## src/logic/dcache_pkg.sv

```systemverilog
`default_nettype none

package dcache_pkg;

   ////////////////////
   // Geometry
   ////////////////////

   localparam int ADDR_W     = 32;
   localparam int WORD_W     = 32;
   localparam int LINE_WORDS = 8;
   localparam int NUM_LINES  = 8;

   // Byte offset inside a word is always 2 bits wide
   localparam int OFFSET_W = 3;
   localparam int INDEX_W  = 3;
   localparam int TAG_W    = ADDR_W - INDEX_W - OFFSET_W - 2;

   ////////////////////
   // Vector types
   ////////////////////

   typedef logic [ADDR_W-1:0]            addr_t;
   typedef logic [WORD_W-1:0]            word_t;
   typedef logic [LINE_WORDS*WORD_W-1:0] line_t;
   typedef logic [TAG_W-1:0]             tag_t;
   typedef logic [INDEX_W-1:0]           index_t;
   typedef logic [OFFSET_W-1:0]          offset_t;

   ////////////////////
   // Controller FSM
   ////////////////////

   typedef enum logic [1:0] {
      IDLE,
      LOOKUP,
      FILL,
      INSTALL
   } ctrl_state_t;

endpackage

`default_nettype wire
```

## src/logic/dcache_top.sv

```systemverilog
`timescale 1ns/1ps
`default_nettype none

module dcache_top (
   input  wire                      Clk,
   input  wire                      rst_n_i,
   input  wire                      cpu_req_i,
   input  wire                      cpu_we_i,
   input  wire  dcache_pkg::addr_t  cpu_addr_i,
   input  wire  dcache_pkg::word_t  cpu_wdata_i,
   output wire                      cpu_ready_o,
   output wire  dcache_pkg::word_t  cpu_rdata_o,
   // Read channels
   output wire                      mem_ar_valid_o,
   output wire  dcache_pkg::addr_t  mem_ar_addr_o,
   input  wire                      mem_ar_ready_i,
   input  wire                      mem_r_valid_i,
   input  wire  dcache_pkg::word_t  mem_r_data_i,
   input  wire                      mem_r_last_i,
   // Write channels
   output wire                      mem_aw_valid_o,
   output wire  dcache_pkg::addr_t  mem_aw_addr_o,
   input  wire                      mem_aw_ready_i,
   output wire                      mem_w_valid_o,
   output wire  dcache_pkg::word_t  mem_w_data_o,
   output wire                      mem_w_last_o,
   input  wire                      mem_w_ready_i,
   input  wire                      mem_b_valid_i
);

   logic              lookup;
   logic              word_we;
   logic              fill_we;
   logic              lfb_start;
   logic              lwb_load;
   logic              hit;
   logic              dirty;
   dcache_pkg::word_t arr_rdata;
   dcache_pkg::line_t victim_line;
   dcache_pkg::addr_t victim_addr;
   logic              critical_valid;
   dcache_pkg::word_t critical_word;
   dcache_pkg::line_t fill_line;
   logic              lfb_done;
   logic              lwb_busy;

   dcache_ctrl u_ctrl (
      .Clk              (Clk),
      .rst_n_i          (rst_n_i),
      .cpu_req_i        (cpu_req_i),
      .cpu_we_i         (cpu_we_i),
      .hit_i            (hit),
      .dirty_i          (dirty),
      .rdata_i          (arr_rdata),
      .critical_valid_i (critical_valid),
      .critical_word_i  (critical_word),
      .lfb_done_i       (lfb_done),
      .lwb_busy_i       (lwb_busy),
      .cpu_ready_o      (cpu_ready_o),
      .cpu_rdata_o      (cpu_rdata_o),
      .lookup_o         (lookup),
      .word_we_o        (word_we),
      .fill_we_o        (fill_we),
      .lfb_start_o      (lfb_start),
      .lwb_load_o       (lwb_load)
   );

   dcache_array u_array (
      .Clk           (Clk),
      .rst_n_i       (rst_n_i),
      .addr_i        (cpu_addr_i),
      .lookup_i      (lookup),
      .word_we_i     (word_we),
      .word_i        (cpu_wdata_i),
      .fill_we_i     (fill_we),
      .fill_line_i   (fill_line),
      .hit_o         (hit),
      .dirty_o       (dirty),
      .rdata_o       (arr_rdata),
      .victim_line_o (victim_line),
      .victim_addr_o (victim_addr)
   );

   // Fill and write-back share no state and can overlap
   linefill_buffer u_lfb (
      .Clk              (Clk),
      .rst_n_i          (rst_n_i),
      .start_i          (lfb_start),
      .addr_i           (cpu_addr_i),
      .mem_ar_ready_i   (mem_ar_ready_i),
      .mem_r_valid_i    (mem_r_valid_i),
      .mem_r_data_i     (mem_r_data_i),
      .mem_r_last_i     (mem_r_last_i),
      .mem_ar_valid_o   (mem_ar_valid_o),
      .mem_ar_addr_o    (mem_ar_addr_o),
      .critical_valid_o (critical_valid),
      .critical_word_o  (critical_word),
      .line_o           (fill_line),
      .done_o           (lfb_done)
   );

   line_write_buffer u_lwb (
      .Clk            (Clk),
      .rst_n_i        (rst_n_i),
      .load_i         (lwb_load),
      .line_i         (victim_line),
      .addr_i         (victim_addr),
      .mem_aw_ready_i (mem_aw_ready_i),
      .mem_w_ready_i  (mem_w_ready_i),
      .mem_b_valid_i  (mem_b_valid_i),
      .busy_o         (lwb_busy),
      .mem_aw_valid_o (mem_aw_valid_o),
      .mem_aw_addr_o  (mem_aw_addr_o),
      .mem_w_valid_o  (mem_w_valid_o),
      .mem_w_data_o   (mem_w_data_o),
      .mem_w_last_o   (mem_w_last_o)
   );

endmodule

`default_nettype wire

```

## src/logic/dcache_ctrl.sv

```systemverilog
`timescale 1ns/1ps
`default_nettype none

module dcache_ctrl (
   input  wire                      Clk,
   input  wire                      rst_n_i,
   input  wire                      cpu_req_i,
   input  wire                      cpu_we_i,
   input  wire                      hit_i,
   input  wire                      dirty_i,
   input  wire  dcache_pkg::word_t  rdata_i,
   input  wire                      critical_valid_i,
   input  wire  dcache_pkg::word_t  critical_word_i,
   input  wire                      lfb_done_i,
   input  wire                      lwb_busy_i,
   output logic                     cpu_ready_o,
   output dcache_pkg::word_t        cpu_rdata_o,
   output logic                     lookup_o,
   output logic                     word_we_o,
   output logic                     fill_we_o,
   output logic                     lfb_start_o,
   output logic                     lwb_load_o
);

   dcache_pkg::ctrl_state_t state_q;
   dcache_pkg::ctrl_state_t state_d;

   logic we_q;
   logic hit_ready_q;
   logic in_lookup;
   logic in_fill;
   logic in_install;
   logic miss_go;

   assign in_lookup  = state_q == dcache_pkg::LOOKUP;
   assign in_fill    = state_q == dcache_pkg::FILL;
   assign in_install = state_q == dcache_pkg::INSTALL;

   ////////////////////
   // Datapath strobes
   ////////////////////

   assign lookup_o = (state_q == dcache_pkg::IDLE) && cpu_req_i;

   // A new miss may not start while an older victim is still draining
   assign miss_go     = in_lookup && !hit_i && !lwb_busy_i;
   assign lfb_start_o = miss_go;
   assign lwb_load_o  = miss_go && dirty_i;

   assign word_we_o = we_q && ((in_lookup && hit_i) || in_install);
   assign fill_we_o = in_install;

   ////////////////////
   // CPU response
   ////////////////////

   // Hits answer from a register, misses answer straight from the fill path
   assign cpu_ready_o = hit_ready_q
                      || (in_fill && !we_q && critical_valid_i)
                      || (in_install && we_q);

   assign cpu_rdata_o = in_fill ? critical_word_i : rdata_i;

   ////////////////////
   // FSM
   ////////////////////

   always_comb begin
      state_d = state_q;
      case (state_q)
         dcache_pkg::IDLE: begin
            if (cpu_req_i) begin
               state_d = dcache_pkg::LOOKUP;
            end
         end
         dcache_pkg::LOOKUP: begin
            if (hit_i) begin
               state_d = dcache_pkg::IDLE;
            end else if (!lwb_busy_i) begin
               state_d = dcache_pkg::FILL;
            end
         end
         dcache_pkg::FILL: begin
            if (lfb_done_i) begin
               state_d = dcache_pkg::INSTALL;
            end
         end
         default: begin
            state_d = dcache_pkg::IDLE;
         end
      endcase
   end

   always_ff @(posedge Clk) begin
      if (!rst_n_i) begin
         state_q     <= dcache_pkg::IDLE;
         hit_ready_q <= 1'b0;
         we_q        <= 1'b0;
      end else begin
         state_q     <= state_d;
         hit_ready_q <= in_lookup && hit_i;
         // Direction is latched, the CPU may move on after a forwarded read
         if (lookup_o) begin
            we_q <= cpu_we_i;
         end
      end
   end

endmodule

`default_nettype wire

```

## src/logic/line_write_buffer.sv

```systemverilog
`timescale 1ns/1ps
`default_nettype none

module line_write_buffer (
   input  wire                      Clk,
   input  wire                      rst_n_i,
   input  wire                      load_i,
   input  wire  dcache_pkg::line_t  line_i,
   input  wire  dcache_pkg::addr_t  addr_i,
   input  wire                      mem_aw_ready_i,
   input  wire                      mem_w_ready_i,
   input  wire                      mem_b_valid_i,
   output logic                     busy_o,
   output logic                     mem_aw_valid_o,
   output dcache_pkg::addr_t        mem_aw_addr_o,
   output logic                     mem_w_valid_o,
   output dcache_pkg::word_t        mem_w_data_o,
   output logic                     mem_w_last_o
);

   dcache_pkg::line_t   line_q;
   dcache_pkg::offset_t beat_q;
   logic                last_beat;

   assign last_beat    = beat_q == dcache_pkg::offset_t'(dcache_pkg::LINE_WORDS - 1);
   assign mem_w_data_o = line_q[{beat_q, 5'b0} +: dcache_pkg::WORD_W];
   assign mem_w_last_o = mem_w_valid_o && last_beat;

   // Address and data channels run on their own handshakes
   always_ff @(posedge Clk) begin
      if (!rst_n_i) begin
         busy_o         <= 1'b0;
         mem_aw_valid_o <= 1'b0;
         mem_w_valid_o  <= 1'b0;
         beat_q         <= '0;
      end else if (load_i) begin
         busy_o         <= 1'b1;
         mem_aw_valid_o <= 1'b1;
         mem_w_valid_o  <= 1'b1;
         beat_q         <= '0;
      end else begin
         if (mem_aw_valid_o && mem_aw_ready_i) begin
            mem_aw_valid_o <= 1'b0;
         end
         if (mem_w_valid_o && mem_w_ready_i) begin
            if (last_beat) begin
               mem_w_valid_o <= 1'b0;
            end else begin
               beat_q <= beat_q + 1'b1;
            end
         end
         // Held until the memory acknowledges the whole line
         if (busy_o && mem_b_valid_i) begin
            busy_o <= 1'b0;
         end
      end
   end

   always_ff @(posedge Clk) begin
      if (load_i) begin
         line_q        <= line_i;
         mem_aw_addr_o <= addr_i;
      end
   end

endmodule

`default_nettype wire

```

## src/logic/linefill_buffer.sv

```systemverilog
`timescale 1ns/1ps
`default_nettype none

module linefill_buffer (
   input  wire                      Clk,
   input  wire                      rst_n_i,
   input  wire                      start_i,
   input  wire  dcache_pkg::addr_t  addr_i,
   input  wire                      mem_ar_ready_i,
   input  wire                      mem_r_valid_i,
   input  wire  dcache_pkg::word_t  mem_r_data_i,
   input  wire                      mem_r_last_i,
   output logic                     mem_ar_valid_o,
   output dcache_pkg::addr_t        mem_ar_addr_o,
   output logic                     critical_valid_o,
   output dcache_pkg::word_t        critical_word_o,
   output dcache_pkg::line_t        line_o,
   output logic                     done_o
);

   logic                active_q;
   logic                first_q;
   logic                rd_beat;
   dcache_pkg::offset_t beat_off;

   // Read data is never stalled, every valid beat of an open burst counts
   assign rd_beat = active_q && mem_r_valid_i;

   ////////////////////
   // Burst control
   ////////////////////

   always_ff @(posedge Clk) begin
      if (!rst_n_i) begin
         mem_ar_valid_o   <= 1'b0;
         active_q         <= 1'b0;
         first_q          <= 1'b0;
         critical_valid_o <= 1'b0;
         done_o           <= 1'b0;
      end else begin
         critical_valid_o <= 1'b0;
         done_o           <= 1'b0;

         if (start_i) begin
            mem_ar_valid_o <= 1'b1;
            active_q       <= 1'b1;
            first_q        <= 1'b1;
         end else if (mem_ar_valid_o && mem_ar_ready_i) begin
            mem_ar_valid_o <= 1'b0;
         end

         if (rd_beat) begin
            first_q          <= 1'b0;
            critical_valid_o <= first_q;
            if (mem_r_last_i) begin
               active_q <= 1'b0;
               done_o   <= 1'b1;
            end
         end
      end
   end

   ////////////////////
   // Line assembly
   ////////////////////

   // Burst wraps, so the offset counter just rolls over inside the line
   always_ff @(posedge Clk) begin
      if (start_i) begin
         mem_ar_addr_o <= {addr_i[31:2], 2'b00};
         beat_off      <= addr_i[4:2];
      end else if (rd_beat) begin
         line_o[{beat_off, 5'b0} +: dcache_pkg::WORD_W] <= mem_r_data_i;
         beat_off <= beat_off + 1'b1;
         if (first_q) begin
            critical_word_o <= mem_r_data_i;
         end
      end
   end

endmodule

`default_nettype wire

```

## src/logic/dcache_array.sv

```systemverilog
`timescale 1ns/1ps
`default_nettype none

module dcache_array (
   input  wire                      Clk,
   input  wire                      rst_n_i,
   input  wire  dcache_pkg::addr_t  addr_i,
   input  wire                      lookup_i,
   input  wire                      word_we_i,
   input  wire  dcache_pkg::word_t  word_i,
   input  wire                      fill_we_i,
   input  wire  dcache_pkg::line_t  fill_line_i,
   output logic                     hit_o,
   output logic                     dirty_o,
   output dcache_pkg::word_t        rdata_o,
   output dcache_pkg::line_t        victim_line_o,
   output dcache_pkg::addr_t        victim_addr_o
);

   dcache_pkg::tag_t    tag_in;
   dcache_pkg::index_t  idx_in;
   dcache_pkg::offset_t off_in;
   dcache_pkg::addr_t   addr_q;
   dcache_pkg::tag_t    tag_q;
   dcache_pkg::index_t  idx_q;
   dcache_pkg::offset_t off_q;
   dcache_pkg::line_t   fill_data;

   dcache_pkg::line_t   data_mem [dcache_pkg::NUM_LINES];
   dcache_pkg::tag_t    tag_mem  [dcache_pkg::NUM_LINES];
   logic [dcache_pkg::NUM_LINES-1:0] valid_q;
   logic [dcache_pkg::NUM_LINES-1:0] dirty_q;

   assign tag_in = addr_i[31:8];
   assign idx_in = addr_i[7:5];
   assign off_in = addr_i[4:2];

   // Writes always go to the line of the last lookup
   assign tag_q = addr_q[31:8];
   assign idx_q = addr_q[7:5];
   assign off_q = addr_q[4:2];

   ////////////////////
   // Lookup
   ////////////////////

   always_ff @(posedge Clk) begin
      if (!rst_n_i) begin
         hit_o   <= 1'b0;
         dirty_o <= 1'b0;
      end else if (lookup_i) begin
         hit_o   <= valid_q[idx_in] && (tag_mem[idx_in] == tag_in);
         dirty_o <= valid_q[idx_in] && dirty_q[idx_in];
      end
   end

   always_ff @(posedge Clk) begin
      if (lookup_i) begin
         addr_q        <= addr_i;
         rdata_o       <= data_mem[idx_in][{off_in, 5'b0} +: dcache_pkg::WORD_W];
         victim_line_o <= data_mem[idx_in];
         victim_addr_o <= {tag_mem[idx_in], idx_in, 5'b0};
      end
   end

   ////////////////////
   // Update
   ////////////////////

   // Store word merged into the incoming line on a write miss
   always_comb begin
      fill_data = fill_line_i;
      if (word_we_i) begin
         fill_data[{off_q, 5'b0} +: dcache_pkg::WORD_W] = word_i;
      end
   end

   always_ff @(posedge Clk) begin
      if (!rst_n_i) begin
         valid_q <= '0;
         dirty_q <= '0;
      end else if (fill_we_i) begin
         valid_q[idx_q] <= 1'b1;
         dirty_q[idx_q] <= word_we_i;
      end else if (word_we_i) begin
         dirty_q[idx_q] <= 1'b1;
      end
   end

   always_ff @(posedge Clk) begin
      if (fill_we_i) begin
         data_mem[idx_q] <= fill_data;
         tag_mem[idx_q]  <= tag_q;
      end else if (word_we_i) begin
         data_mem[idx_q][{off_q, 5'b0} +: dcache_pkg::WORD_W] <= word_i;
      end
   end

endmodule

`default_nettype wire

```

## config.mk

```make
export PLATFORM = sky130hd
export DESIGN_NAME = dcache_top
export DESIGN_NICKNAME = d
export VERILOG_FILES = /design/src/logic/dcache_pkg.sv /design/src/logic/dcache_top.sv /design/src/logic/dcache_ctrl.sv /design/src/logic/line_write_buffer.sv /design/src/logic/linefill_buffer.sv /design/src/logic/dcache_array.sv
export SDC_FILE = /design/constraint.sdc
export NUM_CORES = 2
export LEC_CHECK = 0
export BUFFER_PORTS_ARGS = -buffer_cell sky130_fd_sc_hd__buf_2
export CORE_MARGIN = 1
export CORE_UTILIZATION = 56
export CTS_CLUSTER_DIAMETER = 30
export DETAILED_ROUTE_END_ITERATION = 16
export PLACE_DENSITY = 0.75
export SLEW_MARGIN = 25
export SYNTH_ARGS = -nofsm -noshare
export SYNTH_HDL_FRONTEND = slang
export SYNTH_HIERARCHICAL = 1
export SYNTH_SLANG_ARGS = --single-unit
```

## constraint.sdc

```tcl
create_clock -name Clk -period 15.6 [get_ports Clk]
set_clock_uncertainty 0.1 [all_clocks]
set_input_delay 1.56 -clock Clk [delete_from_list [all_inputs] [get_ports Clk]]
set_output_delay 1.56 -clock Clk [all_outputs]
set_load 0.03 [all_outputs]
```

After elaboration in Yosys (flattened, before gate mapping)
Memories as Yosys holds them, arrays and structs flattened.
Index checks and enable logic that the tools add are counted.
{"block": "word_totals", "inputBits": 106, "memories": 2, "wordCells": 644, "output_inout_bits": 133, "mem_bits_rw": 2240, "regBits": 984}
{"memory": "u_array.data_mem", "words": 8, "word_bits": 256, "read_ports": 1, "rd_ports_with_merged_regs": 0, "wr": 1, "line_no": "dcache_array.sv:29", "source": "dcache_pkg::line_t data_mem [dcache_pkg::NUM_LINES];"}
{"memory": "u_array.tag_mem", "words": 8, "word_bits": 24, "read_ports": 1, "rd_ports_with_merged_regs": 0, "wr": 1, "line_no": "dcache_array.sv:30", "source": "dcache_pkg::tag_t tag_mem [dcache_pkg::NUM_LINES];"}
{"block": "op_classes", "n_mux": 294, "shifts": 6, "add_sub_neg": 4, "bitwise": 261, "n_lt_le_gt_ge": 3, "eq_ne": 8, "n_reduce_logical": 40}
{"operator": "$bwmux W256", "n": 2}
{"operator": "$mux W256", "n": 2}
{"operator": "$shift A32 B10 Y256 const A", "n": 2}
{"operator": "$shiftx A256 B9 Y32", "n": 2}
{"operator": "$shiftx A32 B10 Y256", "n": 2}
{"operator": "$mux W1", "n": 276}
{"operator": "$or A1 B1 Y1", "n": 256}
{"operator": "$mux W32", "n": 1}
{"operator": "$eq A24 B24 Y1", "n": 1}
{"operator": "$neg A8 Y10", "n": 2}
{"operator": "$logic_and A1 B1 Y1", "n": 18}
{"operator": "$mux W8", "n": 2}
{"operator": "$or A8 B8 Y8", "n": 2}
{"operator": "$reduce_bool A2 Y1", "n": 7}
{"operator": "$bwmux W8", "n": 1}
{"operator": "$lt A3 B4 Y1 const B", "n": 2}
{"operator": "$mux W2", "n": 4}
{"operator": "$reduce_and A2 Y1", "n": 4}
{"operator": "$add A3 B1 Y3 const B", "n": 2}
{"operator": "$bmux W1 S3", "n": 2}
{"operator": "$mux W3", "n": 2}
{"operator": "$pmux W2 S3", "n": 1}
{"operator": "$reduce_and A3 Y1", "n": 2}
{"operator": "$eq A2 B2 Y1 const B", "n": 2}
{"operator": "12 further kinds", "n": 19}

Depth between registers and ports, before layout
{"block": "depth", "word_depth": 8, "depth_mapped": 10, "depth_no_buf": 7}

By module
Netlist, hierarchy kept.
{"mod": "dcache_array", "seq_area_each_um2": 77894.7, "instances": 1, "cells_each": 4815, "area_each_um2": 100996.9}
{"mod": "linefill_buffer", "seq_area_each_um2": 9739.3, "instances": 1, "cells_each": 692, "area_each_um2": 12505.7}
{"mod": "line_write_buffer", "seq_area_each_um2": 8768.4, "instances": 1, "cells_each": 426, "area_each_um2": 10933.0}
{"mod": "dcache_ctrl", "seq_area_each_um2": 80.1, "instances": 1, "cells_each": 61, "area_each_um2": 764.5}

Worst setup path before layout
Ideal clock, no wire load.
{"block": "synth_path", "path_type": "input to register", "from": "input cpu_req_i", "to": "register u_array.hit_o", "stages": 5, "path_buffers": 0, "path_slack_ns": -1.486, "required_ns": 15.413, "setup_ns": 0.087, "arrival_time_ns": 16.899, "path_cell_list": "nor3b_2 -> o21ai_0 -> nor3_1 -> nand4_1 -> o31ai_1"}
{"block": "synth_between", "elab_chain_len": 1}
{"item": "from (decl)", "line_no": "dcache_top.sv:7", "source": "input wire cpu_req_i,"}
{"item": "$logic_and A1 B1 Y1", "line_no": "dcache_ctrl.sv:43", "source": "assign lookup_o = (state_q == dcache_pkg::IDLE) && cpu_req_i;"}
{"item": "to (signal assigned)", "line_no": "dcache_array.sv:52", "source": "hit_o <= valid_q[idx_in] && (tag_mem[idx_in] == tag_in);"}
{"item": "to (decl)", "line_no": "dcache_array.sv:13", "source": "output logic hit_o,"}
No other way between the ends.
A chain may end at the register's enable or synchronous reset.

Worst setup path in the final report
{"block": "layout_path", "from": "register u_lwb.beat_q[0]", "to": "output mem_w_data_o[8]"}
{"block": "layout_between", "elab_chain_len": 1}
{"item": "from (decl)", "line_no": "line_write_buffer.sv:22", "source": "dcache_pkg::offset_t beat_q;"}
{"item": "from (signal assigned)", "line_no": "line_write_buffer.sv:49", "source": "beat_q <= beat_q + 1'b1;"}
{"item": "$shiftx A256 B9 Y32", "line_no": "line_write_buffer.sv:26", "source": "assign mem_w_data_o = line_q[{beat_q, 5'b0} +: dcache_pkg::WORD_W];"}
{"item": "to (decl)", "line_no": "dcache_top.sv:25", "source": "output wire dcache_pkg::word_t mem_w_data_o,"}
No other way between the ends.

==> impl_metrics.toml <==
[floorplanning]
num_io_pins = 239
die_x_um = 475
start_util_pct = 56.3
rows = 173
coreArea_um2 = 222000
die_h_um = 475
die_area_um2 = 225000

[drt]
remaining_drc_errors = 0
via_per_inst = 6.57
wl_per_cell_um = 35.1
firstDrtPassIters = 7
vias = 66000
drt_iter0_drc = 9964
drtAntennaViolNets = 0
wl_mm = 353

[sta]
drv_slew = 0
final-hold-violation-count = 0
period_minus_slack_ps = 6040
slew_headroom_pct = 25.0
worstMarginPinSlew_ps = 1130
rsz0062_at_grt = "false"
max_freq_ghz = 0.166
setup_viol = 0
fin_tns_setup_ps = 0
period_share_pct = 38.7

[logic_synthesis]
synth_cell_types = 61
yosysWarnings = 6
ys_top_cells_by_area = "edfxtp_1 (77%), mux4_2 (12%), mux2_2 (2.9%), nand2_1 (2.4%), nor4b_1 (0.69%)"
ys.flop_type = "edfxtp_1"
yosysTopAreaCellShare_pct = 76.5
synthArstFlopShare_pct = 0
synth_top_cell_by_area = "edfxtp_1"
syn-cell-area_um2 = 125000
ys_ff_latch = 3224
syn_area_per_cell_um2 = 20.9
synthCells = 5994
synth_edf_count = 3191
seq_area_frac_synth_pct = 77.1

[setup_path]
arrival_ps = 4380
crit_type = "register to output port"
r2r_cells = 8
cp_common_cell = "buf_4"
cp_slowest_stage_delay_ps = 740
ff2ff_setup_slack_ps = 10430
crit_fanout = 28
rr_endpoint = "u_array/data_mem[6][247]"
cp_data_required_time_ps = 13940
setup.worst_path.start_class = "register"
end_kind = "output port"
crit_chain = "buf_4 > buf_4 > mux4_1 > mux2_2 > buf_2"
slowest_stage = "mux4_1"
r2r_start = "u_ctrl/state_q[1]"

[hold_path]
hold_path_end = "u_lwb/line_q[240]"
min_from = "u_array/victim_line_o[240]"
min_path_type = "register to register"
min_path_cells = 0

[global_routing]
grt-ovfl-total = 0
antenna_found_initial = 90
grt_pass1_vias = 66345
grt_pass1_wl_mm = 487
grt_max_degree = 154
track_usage_pct = 31.3

[clocking]
clock_latency_ps = 980
clockBufferDepth = 4
cts-root-buf = "clkbuf_16"
post-cts-setup-buffers = 0
cts_tree = "built"
cts_sinks = 3224
cts_resized = 0
clk_pin_slew_ps = 50
htreeDepth = 6
postCtsHoldBufs = 0
cts_inserted_buffers = 540

[placed_design]
dp_hpwl_mm = 192
gp_congestion = 0.834
port_buffers = 234

[run]
cap_violations = 0

[pwr]
powerDensity_nw_per_um2 = 150
max-vdd-ir-drop_uv = 136
p_leak_nw = 48.9

[status]
status = "finished clean"

[cells_and_area]
final_util_pct = 66.6
finalNetCount = 6709
syn2layout_area_growth_pct = 18.2
layout-drive-gt1-share_pct = 33.6
## how the worst max path moves through the flow
stage / end / from
after floorplan: u_array/hit_o / cpu_req_i
after global placement: u_array/rdata_o[0] / cpu_addr_i[6]
after detailed placement: u_array/rdata_o[0] / cpu_addr_i[6]
after CTS: mem_w_data_o[8] / u_lwb/beat_q[0]
after global routing: mem_w_data_o[8] / u_lwb/beat_q[0]
final: mem_w_data_o[8] / u_lwb/beat_q[0]
## worst max-delay path, delay by kind of cell, from the launching register on
family / cells / cell delay (ps)
multiplexers: 2 / 1090
buffers and inverters: 3 / 1540
flip-flops: 1 / 720
## cell type report
cell class	count	area, um^2
antenna	60	150
inverter	12	53.8
fill	13343	74300
tap	2975	3720
timing repair buffer	397	2550
multi-input combinational	2419	27300
clock buffer	617	14100
clock inverter	339	3630
sequential	3224	96500
## metrics by stage
step,std cells,instance area (um^2),hold slack (ps),setup slack (ps),total power [mW]
2_1_floorplan,5999,125000,300,3590,10.3
3_3_place_gp,9025,130000,300,8830,10.7
3_5_place_dp,9026,130000,305,8790,10.7
4_1_cts,9982,148000,281,9540,22.2
5_1_grt,10025,148000,300,9510,22.6
6_report,10043,148000,282,9560,22.2
## cells in the final DEF, fill, tap and decap left out, types with 42 or more instances in the layout
cell / synthesis / layout
diode_2: 0 / 60
edfxtp_1: 3191 / 3191
buf_4: 14 / 153
clkbuf_16: 0 / 554
mux2i_1: 47 / 47
nor2_4: 0 / 68
clkinv_1: 0 / 73
bufinv_16: 0 / 60
clkinv_2: 0 / 85
nor4b_1: 99 / 98
buf_2: 36 / 230
nand2_1: 794 / 794
clkinvlp_4: 0 / 42
and2_1: 137 / 136
clkbuf_1: 170 / 61
mux4_2: 644 / 644
mux2_2: 323 / 323
## cell usage after synthesis, drive strengths merged, types with 15 or more instances
cell	instances
a221oi	17
and2	137
buf	173
clkbuf	171
dfxtp	33
edfxtp	3191
mux2	354
mux2i	47
mux4	669
nand2	794
nor2	107
nor4b	130
o21a	15
xor2	20
## cell families after synthesis
family | synth area share [%]
buf+inv | 1.64
compound gates | 0.399
fa+ha+maj | 0.0899
simple gates | 4.86
flops | 77.1
other cells | 0.00600
xor+xnor | 0.182
mux | 15.8
## flip-flops by register name, summed over array words and instances, names as in the netlist, 24 cells and up
register,flops
u_array/addr_q,30
u_array/victim_line_o,256
u_array/tag_mem,192
u_lfb/line_o,256
u_lfb/critical_word_o,32
u_array/data_mem,2048
u_lfb/mem_ar_addr_o,30
u_lwb/line_q,256
u_lwb/mem_aw_addr_o,32
u_array/rdata_o,32
u_array/victim_addr_o,24
## routing by layer
layer | wire length (um) | track usage [%]
met1 | 120000 | 40.7
met3 | 46100 | 8.35
met2 | 166000 | 48.1
met4 | 21000 | 18.1
met5 | 173 | 0
## power by group
part	switching (mW)	internal [mW]	total [mW]
combinational	0.650	0.288	0.938
sequential	0.0389	9.59	9.63
clock	4.09	7.50	11.6
total	4.78	17.4	22.2
Power figures use the tool's default switching activity.
